--- src/rtl/nf_pkg.sv ---
// ------------------------------------------------
// nf datapath shared definitions
// beat widths, user sideband layout and the
// statistics register map
// ------------------------------------------------

package nf_pkg;

  // ------------------------------------------------
  // stream beat
  // ------------------------------------------------
  // one beat of packet data
  typedef logic [63:0] data_t;
  // per-beat user sideband
  typedef logic [7:0]  user_t;

  // destination port bit, set by the source
  localparam int DST_BIT = 0;
  // source port bit, overwritten by the arbiter
  localparam int SRC_BIT = 4;

  // ------------------------------------------------
  // ports
  // ------------------------------------------------
  localparam int NUM_PORTS = 2;
  typedef logic [0:0] port_id_t;

  // ------------------------------------------------
  // statistics registers, read only
  // ------------------------------------------------
  typedef logic [2:0]  reg_addr_t;
  typedef logic [31:0] reg_data_t;

  localparam reg_addr_t REG_RX0_PKTS = 3'd0;
  localparam reg_addr_t REG_RX1_PKTS = 3'd1;
  localparam reg_addr_t REG_TX0_PKTS = 3'd2;
  localparam reg_addr_t REG_TX1_PKTS = 3'd3;

endpackage

--- src/rtl/input_arbiter.sv ---
// ------------------------------------------------
// input arbiter
// packet-granular round robin over the rx queues,
// drives the shared bus and tags the source port
// ------------------------------------------------
`timescale 1ns/1ps

module input_arbiter (
  input  logic                                 core_clk,
  input  logic                                 arst_n,
  input  logic          [nf_pkg::NUM_PORTS-1:0] q_valid,
  input  nf_pkg::data_t [nf_pkg::NUM_PORTS-1:0] q_data,
  input  nf_pkg::user_t [nf_pkg::NUM_PORTS-1:0] q_user,
  input  logic          [nf_pkg::NUM_PORTS-1:0] q_last,
  input  logic                                 bus_ready,
  output logic          [nf_pkg::NUM_PORTS-1:0] q_pop,
  output logic                                 bus_valid,
  output nf_pkg::data_t                        bus_data,
  output nf_pkg::user_t                        bus_user,
  output logic                                 bus_last
);

  typedef enum logic {
    ARB_IDLE,
    ARB_BUSY
  } arb_state_t;

  arb_state_t       state;
  nf_pkg::port_id_t grant;
  // port that wins when both are waiting in idle
  nf_pkg::port_id_t rr_ptr;
  logic             xfer;

  // ------------------------------------------------
  // bus mux
  // ------------------------------------------------
  always_comb begin
    bus_valid = (state == ARB_BUSY) && q_valid[grant];
    bus_data  = q_data[grant];
    bus_last  = q_last[grant];
    bus_user  = q_user[grant];
    // source tag replaces whatever the sender put there
    bus_user[nf_pkg::SRC_BIT] = grant;
    xfer  = bus_valid && bus_ready;
    q_pop = '0;
    q_pop[grant] = xfer;
  end

  // ------------------------------------------------
  // grant fsm
  // ------------------------------------------------
  always_ff @(posedge core_clk or negedge arst_n) begin
    if (!arst_n) begin
      state  <= ARB_IDLE;
      grant  <= '0;
      rr_ptr <= '0;
    end else begin
      case (state)
        ARB_IDLE: begin
          if (q_valid[rr_ptr]) begin
            grant <= rr_ptr;
            state <= ARB_BUSY;
          end else if (q_valid[~rr_ptr]) begin
            grant <= ~rr_ptr;
            state <= ARB_BUSY;
          end
        end
        ARB_BUSY: begin
          // grant only moves at a packet boundary
          if (xfer && bus_last) begin
            rr_ptr <= ~grant;
            if (q_valid[~grant]) begin
              // other port waiting, hand over directly
              grant <= ~grant;
            end else begin
              state <= ARB_IDLE;
            end
          end
        end
        default: state <= ARB_IDLE;
      endcase
    end
  end

endmodule

--- src/rtl/nf_datapath_top.sv ---
// ------------------------------------------------
// nf datapath top
// two rx queues, round robin arbiter, output port
// lookup, two tx queues and packet statistics
// ------------------------------------------------
`timescale 1ns/1ps

module nf_datapath_top #(
  parameter int QUEUE_DEPTH = 8,
  parameter int TX_CREDITS  = 4
) (
  input  logic              core_clk,
  input  logic              arst_n,
  // receive port 0
  input  logic              rx0_valid,
  input  nf_pkg::data_t     rx0_data,
  input  nf_pkg::user_t     rx0_user,
  input  logic              rx0_last,
  output logic              rx0_credit,
  // receive port 1
  input  logic              rx1_valid,
  input  nf_pkg::data_t     rx1_data,
  input  nf_pkg::user_t     rx1_user,
  input  logic              rx1_last,
  output logic              rx1_credit,
  // transmit port 0
  output logic              tx0_valid,
  output nf_pkg::data_t     tx0_data,
  output nf_pkg::user_t     tx0_user,
  output logic              tx0_last,
  input  logic              tx0_credit,
  // transmit port 1
  output logic              tx1_valid,
  output nf_pkg::data_t     tx1_data,
  output nf_pkg::user_t     tx1_user,
  output logic              tx1_last,
  input  logic              tx1_credit,
  // statistics read port
  input  logic              reg_rd_en,
  input  nf_pkg::reg_addr_t reg_rd_addr,
  output logic              reg_rd_valid,
  output nf_pkg::reg_data_t reg_rd_data
);

  // ------------------------------------------------
  // internal nets
  // ------------------------------------------------
  // rx queue heads
  logic          [nf_pkg::NUM_PORTS-1:0] q_valid;
  nf_pkg::data_t [nf_pkg::NUM_PORTS-1:0] q_data;
  nf_pkg::user_t [nf_pkg::NUM_PORTS-1:0] q_user;
  logic          [nf_pkg::NUM_PORTS-1:0] q_last;
  logic          [nf_pkg::NUM_PORTS-1:0] q_pop;
  // shared bus
  logic                                  bus_valid;
  logic                                  bus_ready;
  nf_pkg::data_t                         bus_data;
  nf_pkg::user_t                         bus_user;
  logic                                  bus_last;
  // lookup to tx queues
  logic          [nf_pkg::NUM_PORTS-1:0] wr_en;
  logic          [nf_pkg::NUM_PORTS-1:0] wr_space;
  nf_pkg::data_t                         wr_data;
  nf_pkg::user_t                         wr_user;
  logic                                  wr_last;
  // statistics events
  logic          [nf_pkg::NUM_PORTS-1:0] rx_pkt_done;
  logic          [nf_pkg::NUM_PORTS-1:0] tx_pkt_done;

  // ------------------------------------------------
  // ingress
  // ------------------------------------------------
  rx_queue #(.QUEUE_DEPTH(QUEUE_DEPTH)) rx0_queue_i (
    .core_clk (core_clk),       .arst_n  (arst_n),
    .in_valid (rx0_valid),      .in_data (rx0_data),
    .in_user  (rx0_user),       .in_last (rx0_last),
    .q_pop    (q_pop[0]),       .credit  (rx0_credit),
    .q_valid  (q_valid[0]),     .q_data  (q_data[0]),
    .q_user   (q_user[0]),      .q_last  (q_last[0]),
    .pkt_done (rx_pkt_done[0])
  );

  rx_queue #(.QUEUE_DEPTH(QUEUE_DEPTH)) rx1_queue_i (
    .core_clk (core_clk),       .arst_n  (arst_n),
    .in_valid (rx1_valid),      .in_data (rx1_data),
    .in_user  (rx1_user),       .in_last (rx1_last),
    .q_pop    (q_pop[1]),       .credit  (rx1_credit),
    .q_valid  (q_valid[1]),     .q_data  (q_data[1]),
    .q_user   (q_user[1]),      .q_last  (q_last[1]),
    .pkt_done (rx_pkt_done[1])
  );

  input_arbiter input_arbiter_i (
    .core_clk  (core_clk),  .arst_n    (arst_n),
    .q_valid   (q_valid),   .q_data    (q_data),
    .q_user    (q_user),    .q_last    (q_last),
    .bus_ready (bus_ready), .q_pop     (q_pop),
    .bus_valid (bus_valid), .bus_data  (bus_data),
    .bus_user  (bus_user),  .bus_last  (bus_last)
  );

  // ------------------------------------------------
  // egress
  // ------------------------------------------------
  output_port_lookup output_port_lookup_i (
    .core_clk  (core_clk),  .arst_n    (arst_n),
    .bus_valid (bus_valid), .bus_data  (bus_data),
    .bus_user  (bus_user),  .bus_last  (bus_last),
    .wr_space  (wr_space),  .bus_ready (bus_ready),
    .wr_en     (wr_en),     .wr_data   (wr_data),
    .wr_user   (wr_user),   .wr_last   (wr_last)
  );

  tx_queue #(.QUEUE_DEPTH(QUEUE_DEPTH), .TX_CREDITS(TX_CREDITS)) tx0_queue_i (
    .core_clk  (core_clk),    .arst_n    (arst_n),
    .wr_en     (wr_en[0]),    .wr_data   (wr_data),
    .wr_user   (wr_user),     .wr_last   (wr_last),
    .credit    (tx0_credit),  .wr_space  (wr_space[0]),
    .out_valid (tx0_valid),   .out_data  (tx0_data),
    .out_user  (tx0_user),    .out_last  (tx0_last),
    .pkt_done  (tx_pkt_done[0])
  );

  tx_queue #(.QUEUE_DEPTH(QUEUE_DEPTH), .TX_CREDITS(TX_CREDITS)) tx1_queue_i (
    .core_clk  (core_clk),    .arst_n    (arst_n),
    .wr_en     (wr_en[1]),    .wr_data   (wr_data),
    .wr_user   (wr_user),     .wr_last   (wr_last),
    .credit    (tx1_credit),  .wr_space  (wr_space[1]),
    .out_valid (tx1_valid),   .out_data  (tx1_data),
    .out_user  (tx1_user),    .out_last  (tx1_last),
    .pkt_done  (tx_pkt_done[1])
  );

  // ------------------------------------------------
  // statistics
  // ------------------------------------------------
  stats_regs stats_regs_i (
    .core_clk     (core_clk),     .arst_n       (arst_n),
    .rx_pkt_done  (rx_pkt_done),  .tx_pkt_done  (tx_pkt_done),
    .reg_rd_en    (reg_rd_en),    .reg_rd_addr  (reg_rd_addr),
    .reg_rd_valid (reg_rd_valid), .reg_rd_data  (reg_rd_data)
  );

endmodule

--- src/rtl/output_port_lookup.sv ---
// ------------------------------------------------
// output port lookup
// steers whole packets from the shared bus to the
// tx queue named by the destination bit
// ------------------------------------------------
`timescale 1ns/1ps

module output_port_lookup (
  input  logic                        core_clk,
  input  logic                        arst_n,
  input  logic                        bus_valid,
  input  nf_pkg::data_t               bus_data,
  input  nf_pkg::user_t               bus_user,
  input  logic                        bus_last,
  input  logic [nf_pkg::NUM_PORTS-1:0] wr_space,
  output logic                        bus_ready,
  output logic [nf_pkg::NUM_PORTS-1:0] wr_en,
  output nf_pkg::data_t               wr_data,
  output nf_pkg::user_t               wr_user,
  output logic                        wr_last
);

  typedef enum logic {
    LKP_HEAD,
    LKP_BODY
  } lookup_state_t;

  lookup_state_t    state;
  // target latched from the first beat
  nf_pkg::port_id_t target;
  nf_pkg::port_id_t cur_port;
  logic             xfer;

  // ------------------------------------------------
  // steering, purely combinational
  // ------------------------------------------------
  always_comb begin
    // head beat decodes, body beats follow the latched port
    cur_port = (state == LKP_HEAD) ? bus_user[nf_pkg::DST_BIT] : target;
    // ready tracks only the current target, never splits a packet
    bus_ready = wr_space[cur_port];
    xfer      = bus_valid && bus_ready;
    wr_en     = '0;
    wr_en[cur_port] = xfer;
  end

  // payload shared by both queues, wr_en picks one
  assign wr_data = bus_data;
  assign wr_user = bus_user;
  assign wr_last = bus_last;

  always_ff @(posedge core_clk or negedge arst_n) begin
    if (!arst_n) begin
      state  <= LKP_HEAD;
      target <= '0;
    end else if (xfer) begin
      if (state == LKP_HEAD) begin
        target <= cur_port;
        // single-beat packet stays in head
        if (!bus_last) begin
          state <= LKP_BODY;
        end
      end else if (bus_last) begin
        state <= LKP_HEAD;
      end
    end
  end

endmodule

--- src/rtl/rx_queue.sv ---
// ------------------------------------------------
// rx queue
// ingress buffer for one receive port that hands
// one credit back to the source per beat popped
// ------------------------------------------------
`timescale 1ns/1ps

module rx_queue #(
  parameter int QUEUE_DEPTH = 8
) (
  input  logic          core_clk,
  input  logic          arst_n,
  input  logic          in_valid,
  input  nf_pkg::data_t in_data,
  input  nf_pkg::user_t in_user,
  input  logic          in_last,
  input  logic          q_pop,
  output logic          credit,
  output logic          q_valid,
  output nf_pkg::data_t q_data,
  output nf_pkg::user_t q_user,
  output logic          q_last,
  output logic          pkt_done
);

  localparam int PTR_W = (QUEUE_DEPTH > 1) ? $clog2(QUEUE_DEPTH) : 1;
  localparam int CNT_W = $clog2(QUEUE_DEPTH + 1);

  // packet storage
  nf_pkg::data_t mem_data [QUEUE_DEPTH];
  nf_pkg::user_t mem_user [QUEUE_DEPTH];
  logic          mem_last [QUEUE_DEPTH];

  logic [PTR_W-1:0] wr_ptr;
  logic [PTR_W-1:0] rd_ptr;
  logic [CNT_W-1:0] fill;

  // head of queue visible right after the write edge
  assign q_valid = (fill != '0);
  assign q_data  = mem_data[rd_ptr];
  assign q_user  = mem_user[rd_ptr];
  assign q_last  = mem_last[rd_ptr];

  // the source only sends with a credit in hand
  always_ff @(posedge core_clk) begin
    if (in_valid) begin
      mem_data[wr_ptr] <= in_data;
      mem_user[wr_ptr] <= in_user;
      mem_last[wr_ptr] <= in_last;
    end
  end

  always_ff @(posedge core_clk or negedge arst_n) begin
    if (!arst_n) begin
      wr_ptr   <= '0;
      rd_ptr   <= '0;
      fill     <= '0;
      credit   <= 1'b0;
      pkt_done <= 1'b0;
    end else begin
      if (in_valid) begin
        wr_ptr <= (wr_ptr == PTR_W'(QUEUE_DEPTH - 1)) ? '0 : wr_ptr + 1'b1;
      end
      if (q_pop) begin
        rd_ptr <= (rd_ptr == PTR_W'(QUEUE_DEPTH - 1)) ? '0 : rd_ptr + 1'b1;
      end
      fill <= fill + CNT_W'(in_valid) - CNT_W'(q_pop);
      // credit goes back the cycle after the pop
      credit <= q_pop;
      // packet counted when its last beat lands
      pkt_done <= in_valid & in_last;
    end
  end

endmodule

--- src/rtl/stats_regs.sv ---
// ------------------------------------------------
// statistics registers
// per-port packet counters behind a one-cycle
// read port
// ------------------------------------------------
`timescale 1ns/1ps

module stats_regs (
  input  logic                        core_clk,
  input  logic                        arst_n,
  input  logic [nf_pkg::NUM_PORTS-1:0] rx_pkt_done,
  input  logic [nf_pkg::NUM_PORTS-1:0] tx_pkt_done,
  input  logic                        reg_rd_en,
  input  nf_pkg::reg_addr_t           reg_rd_addr,
  output logic                        reg_rd_valid,
  output nf_pkg::reg_data_t           reg_rd_data
);

  // wrapping counters, one per port and direction
  nf_pkg::reg_data_t rx_pkts [nf_pkg::NUM_PORTS];
  nf_pkg::reg_data_t tx_pkts [nf_pkg::NUM_PORTS];

  always_ff @(posedge core_clk or negedge arst_n) begin
    if (!arst_n) begin
      for (int p = 0; p < nf_pkg::NUM_PORTS; p++) begin
        rx_pkts[p] <= '0;
        tx_pkts[p] <= '0;
      end
      reg_rd_valid <= 1'b0;
    end else begin
      for (int p = 0; p < nf_pkg::NUM_PORTS; p++) begin
        if (rx_pkt_done[p]) begin
          rx_pkts[p] <= rx_pkts[p] + 1'b1;
        end
        if (tx_pkt_done[p]) begin
          tx_pkts[p] <= tx_pkts[p] + 1'b1;
        end
      end
      reg_rd_valid <= reg_rd_en;
    end
  end

  // ------------------------------------------------
  // read data, one cycle after the request
  // ------------------------------------------------
  always_ff @(posedge core_clk) begin
    if (reg_rd_en) begin
      case (reg_rd_addr)
        nf_pkg::REG_RX0_PKTS: reg_rd_data <= rx_pkts[0];
        nf_pkg::REG_RX1_PKTS: reg_rd_data <= rx_pkts[1];
        nf_pkg::REG_TX0_PKTS: reg_rd_data <= tx_pkts[0];
        nf_pkg::REG_TX1_PKTS: reg_rd_data <= tx_pkts[1];
        // unmapped addresses read as zero
        default:              reg_rd_data <= '0;
      endcase
    end
  end

endmodule

--- src/rtl/tx_queue.sv ---
// ------------------------------------------------
// tx queue
// egress buffer for one transmit port, sends only
// while it holds credits from the sink
// ------------------------------------------------
`timescale 1ns/1ps

module tx_queue #(
  parameter int QUEUE_DEPTH = 8,
  parameter int TX_CREDITS  = 4
) (
  input  logic          core_clk,
  input  logic          arst_n,
  input  logic          wr_en,
  input  nf_pkg::data_t wr_data,
  input  nf_pkg::user_t wr_user,
  input  logic          wr_last,
  input  logic          credit,
  output logic          wr_space,
  output logic          out_valid,
  output nf_pkg::data_t out_data,
  output nf_pkg::user_t out_user,
  output logic          out_last,
  output logic          pkt_done
);

  localparam int PTR_W = (QUEUE_DEPTH > 1) ? $clog2(QUEUE_DEPTH) : 1;
  localparam int CNT_W = $clog2(QUEUE_DEPTH + 1);
  localparam int CRD_W = $clog2(TX_CREDITS + 1);

  nf_pkg::data_t mem_data [QUEUE_DEPTH];
  nf_pkg::user_t mem_user [QUEUE_DEPTH];
  logic          mem_last [QUEUE_DEPTH];

  logic [PTR_W-1:0] wr_ptr;
  logic [PTR_W-1:0] rd_ptr;
  logic [CNT_W-1:0] fill;
  // sink buffer slots we may still fill
  logic [CRD_W-1:0] credits;
  logic             send;

  assign wr_space = (fill != CNT_W'(QUEUE_DEPTH));
  // need a buffered beat and a credit
  assign send     = (fill != '0) && (credits != '0);

  always_ff @(posedge core_clk) begin
    if (wr_en) begin
      mem_data[wr_ptr] <= wr_data;
      mem_user[wr_ptr] <= wr_user;
      mem_last[wr_ptr] <= wr_last;
    end
    // registered output beat
    if (send) begin
      out_data <= mem_data[rd_ptr];
      out_user <= mem_user[rd_ptr];
      out_last <= mem_last[rd_ptr];
    end
  end

  always_ff @(posedge core_clk or negedge arst_n) begin
    if (!arst_n) begin
      wr_ptr    <= '0;
      rd_ptr    <= '0;
      fill      <= '0;
      credits   <= CRD_W'(TX_CREDITS);
      out_valid <= 1'b0;
      pkt_done  <= 1'b0;
    end else begin
      if (wr_en) begin
        wr_ptr <= (wr_ptr == PTR_W'(QUEUE_DEPTH - 1)) ? '0 : wr_ptr + 1'b1;
      end
      if (send) begin
        rd_ptr <= (rd_ptr == PTR_W'(QUEUE_DEPTH - 1)) ? '0 : rd_ptr + 1'b1;
      end
      fill <= fill + CNT_W'(wr_en) - CNT_W'(send);
      // spend and refill can land in the same cycle
      credits   <= credits + CRD_W'(credit) - CRD_W'(send);
      out_valid <= send;
      pkt_done  <= send & mem_last[rd_ptr];
    end
  end

endmodule

--- config.mk ---
export PLATFORM = sky130hd
export DESIGN_NAME = nf_datapath_top
export DESIGN_NICKNAME = d
export VERILOG_FILES = /design/src/rtl/nf_pkg.sv /design/src/rtl/input_arbiter.sv /design/src/rtl/nf_datapath_top.sv /design/src/rtl/output_port_lookup.sv /design/src/rtl/rx_queue.sv /design/src/rtl/stats_regs.sv /design/src/rtl/tx_queue.sv
export SDC_FILE = /design/constraint.sdc
export NUM_CORES = 2
export LEC_CHECK = 0
export ABC_AREA = 1
export BUFFER_PORTS_ARGS = -buffer_cell sky130_fd_sc_hd__buf_2
export CAP_MARGIN = 5
export CORE_MARGIN = 2
export CORE_UTILIZATION = 55
export CTS_CLUSTER_DIAMETER = 60
export DETAILED_ROUTE_END_ITERATION = 8
export HOLD_SLACK_MARGIN = 0.15
export PLACE_DENSITY = 0.69
export SLEW_MARGIN = 20
export SYNTH_ARGS = -nofsm -noshare
export SYNTH_HDL_FRONTEND = slang
export SYNTH_SLANG_ARGS = --single-unit
export TNS_END_PERCENT = 5
--- constraint.sdc ---
create_clock -name core_clk -period 9.1 [get_ports core_clk]
set_input_delay 1.82 -clock core_clk [delete_from_list [all_inputs] [get_ports core_clk]]
set_output_delay 1.82 -clock core_clk [all_outputs]
set_load 0.01 [all_outputs]
==> metrics.md <==
| Metric | Value |
|---|---|
| IO Port Bufs | 336 |
| Relative slew slack | about a fifth |
| WL/cell | 24.5 µm |
| Routability-driven placement congestion ratio | 0.829 |
| P_sw | between 15 and 20 mW |
| Comb pwr share | 31.3% |
| Hpwl dp | 151 mm |
| Ports | roughly 340 |
| Post-synthesis cell area | ~100000 µm² |
| Ys Warns | 0 |
| CTS Buffer Depth | 4 |
| First-pass GRT wire length | approximately 390 mm |
| Max-slew violation count | 0 |
| RSZ-0062 raised after global routing | no |
| Later-pin clock latency in the skew report | 0.93 ns |
| CP Class | reg2reg |
| Die ar. | around 190000 µm² |
| Final wirelength | around 260 mm |
| Slew @ Worst Pin | between 1 and 1.5 ns |
| CTS tree | yes |
| Initial antenna violation count | 85 |
| Total grt overflow | 0 |
| Cell Count, Final, Fillers Out | between 10000 and 15000 |
| Share of synthesized registers carrying an async set or reset | 7.00% |
| CTS sink count | 2686 |
| Layout Nets | between 8000 and 9000 |
| Core area | about 190000 µm² |
| Critical path startpoint category | flip-flop |
| Fmax | between 150 and 200 MHz |
| Share of cells above drive strength 1 | 12.0% |
| Setup_tns | 0 ns |
| Area growth from synthesis to final layout | 12.7% |
| Netlist cell types | 43 |
| Placed insts | between 10000 and 15000 |
| Sw Share | a little over a third |
| Vias in the first global route | 61392 |
| Rows | around 160 |
| Hold Crit Class | reg2reg |
| DRT iter0 DRCs | just under 7000 |
| EDFF count, synth | around 2500 |
| Final worst-path cycle share | around 65% |
| Clock transition at path regs | about 0.060 ns |
| Leakage | between 30 and 40 nW |
| Setup bufs post-CTS | 0 |
| Clock network power share | ~25% |
| Int Power | around 27 mW |
| Root buffer cell | clkbuf_16 |
| GRT Total Usage | roughly 27% |
| Cts hold-fix bufs | 0 |
| PD cells | ~370 nW/µm² |
| Clock Skew | ~0.054 ns |
| Setup violations, final | 0 |
| Syn avg cell area | ~13 µm² |
| CTS buffer count | ~290 |
| Post-layout min period | roughly 5.9 ns |
| Hold slack | between 0.4 and 0.5 ns |
| Final ANT Viol Nets | 0 |
| Hold Vio Cnt, Final | 0 |
| Register area share after synthesis | 76.3% |
| Vias per inst | between 6 and 7 |
| Total of max-cap violations | 0 |
| Htree depth | 5 |
| Critical Path RT | approximately 9.6 ns |
| Pin count of the biggest net entering global routing | roughly 200 |
| Setup crit end kind | flip-flop |
| Sequential power share | between 40% and 50% |
| DRT Pass-1 Iters | 6 |
| Width of the die | around 440 µm |
| Dpl ws | around 3.2 ns |
| Syn Nets | roughly 8000 |
| Status | finished, final reports clean |
| PostCTS Resize Cnt | 0 |
| Drt drc | 0 |
| Synth Flop Type | edfxtp_1 |
| Yosys reg bits | around 2700 |
| Crit-path max FO | 74 |
| Vias | approximately 65000 |
| Worst EP arrival | between 6 and 7 ns |
| Peak VDD IR | about 260 µV |
| Setup ws final | approximately 3.2 ns |
| Die height | around 440 µm |
| Post-Synthesis Cells | 7766 |
| Initial Utilization | 55.5% |
[layout by cell type (no fill, tap or decap), types with 10 or more instances in the layout]
cell type / n
a31oi_1: 147
buf_2: 335
buf_4: 161
bufinv_16: 12
clkbuf_1: 64
clkbuf_16: 294
clkinv_1: 57
clkinv_2: 34
dfrtp_1: 175
dfrtp_4: 10
diode_2: 40
edfxtp_1: 2498
ha_1: 44
inv_1: 224
nand2_1: 206
nand2_2: 13
nand3_1: 87
nand4_1: 29
nor2_1: 1698
nor2_4: 29
nor3_1: 27
nor3_2: 16
nor4_1: 11
o2111ai_1: 11
o211ai_1: 61
o21ai_0: 1256
o21ai_1: 65
o221ai_1: 101
o22ai_1: 366
xnor2_1: 20
xor2_1: 112
[power by group through the flow]
stage,Combinational (mW),Clock (mW),Sequential (mW)
floorplan,7.76,0,18.9
global placement,13.0,0,19.0
CTS,13.5,10.9,18.8
global route,14.7,11.4,19.0
detailed placement,13.4,0,19.0
finish,13.5,10.8,18.8
[logic make-up (layout without fill, tap and decap cells)]
logic type	Yosys count	count (layout)	synth area share [%]
other	0	40	0
AND/OR/NAND/NOR	2152	2152	8.37
XOR/XNOR	132	132	1.11
buffers and inverters	720	1223	2.66
flip-flops	2686	2686	76.3
adder cells (fa/ha/maj)	50	50	0.642
AO/OA/AOI/OAI	2026	2026	10.9
[layer usage]
layer / track usage, % / routed length [µm] / share of wire, % / vias up
met5: 0 / 152 / 0.057 / -
met4: 12.0 / 10800 / 4.1 / 24
met3: 4.28 / 21800 / 8.2 / 487
met2: 43.0 / 128000 / 48 / 2902
met1: 37.1 / 104000 / 39 / 32237
li1: - / - / - / 29240
[worst max-delay path, cell delays in order, from the launching register on]
cell and delay [ns]:
dfrtp_4 0.97, clkinv_2 0.85, nand3_1 0.30, nand3_1 0.10, nand3_1 0.23, nand2_1 0.47
nand2_1 0.27, nand2_1 0.11, inv_1 0.08, nand2_2 0.16, inv_2 0.16, nand2_1 0.23
nor2_4 0.69, buf_4 0.80
[state kept, by name (all words and copies together) (netlist names), 8 cells and up]
signal	flops
stats_regs_i.reg_rd_data	32
stats_regs_i.rx_pkts	64
tx1_queue_i.out_data	64
stats_regs_i.tx_pkts	64
rx1_queue_i.mem_data	512
rx1_queue_i.mem_user	56
tx1_queue_i.mem_user	64
tx0_queue_i.out_data	64
rx1_queue_i.mem_last	8
tx0_queue_i.mem_last	8
rx0_queue_i.mem_data	512
rx0_queue_i.mem_last	8
tx1_queue_i.mem_data	512
tx0_queue_i.mem_user	64
tx0_queue_i.out_user	8
rx0_queue_i.mem_user	56
tx1_queue_i.out_user	8
tx0_queue_i.mem_data	512
tx1_queue_i.mem_last	8
[worst paths after layout]
check                                               to                     start  depth (start not counted)  slack, ns
min                           stats_regs_i.rx_pkts[11]  stats_regs_i.rx_pkts[11]                          1       0.47
min reg2reg                   stats_regs_i.rx_pkts[11]  stats_regs_i.rx_pkts[11]                          1       0.47
max in group asynchronous        input_arbiter_i.grant                    arst_n                          2       6.65
min in group asynchronous     stats_regs_i.rx_pkts[61]                    arst_n                          1       0.90
max                        tx0_queue_i.mem_data[4][36]     rx0_queue_i.rd_ptr[1]                         13       3.19
max reg2reg                tx0_queue_i.mem_data[4][36]     rx0_queue_i.rd_ptr[1]                         13       3.19
[area by class of cell]
type	count	area (µm²)
antenna	40	100
clock buffer	364	7680
clock inverter	114	857
fill	13898	70500
inverter	244	963
multi-input combinational	4360	22200
sequential	2686	79800
tap	2495	3120
timing repair buffer	501	2980
[synthesized netlist by cell type (2+ instances only)]
cell type  number  area, µm²
nand2_2        13       81.3
o21ai_1        48        240
buf_4           6       45.0
dfstp_2         2       52.6
buf_1          30        113
o22ai_1       366       2290
nand3_2         7       70.1
o221ai_1      101        885
nor2_1       1722       6460
nand2_1       206        773
nand4_4         2       42.5
buf_2          38        190
nor4_2          5       62.6
nor2_4          5       56.3
inv_2           8       30.0
nor4_1         12       75.1
o2111ai_1      11       96.3
nand4_2         2       25.0
nor3_1         35        175
xor2_1        112        981
nor3_2          8       80.1
edfxtp_1     2498      75000
o21ai_0      1280       6410
dfrtp_1       186       4650
nor3_4          8        130
ha_1           44        551
nand4_1        29        181
xnor2_1        20        175
inv_1         235        882
o211ai_1       61        458
a21oi_1         8       40.0
clkbuf_1      402       1510
nand3_1        88        440
fa_1            6        120
nor2_2          6       37.5
a311o_1         3       30.0
a31oi_1       147        920
[per-stage QoR]
step                      total power, mW  instance area (µm²)  util [%]
after floorplan                      26.7               104000         -
after global placement               32.0               109000      57.9
after detailed placement             32.5               109000      57.9
after CTS                            43.2               118000      62.5
after global routing                 45.1               118000      62.5
final                                43.1               118000      62.5
(Power assumes the default switching activity.)
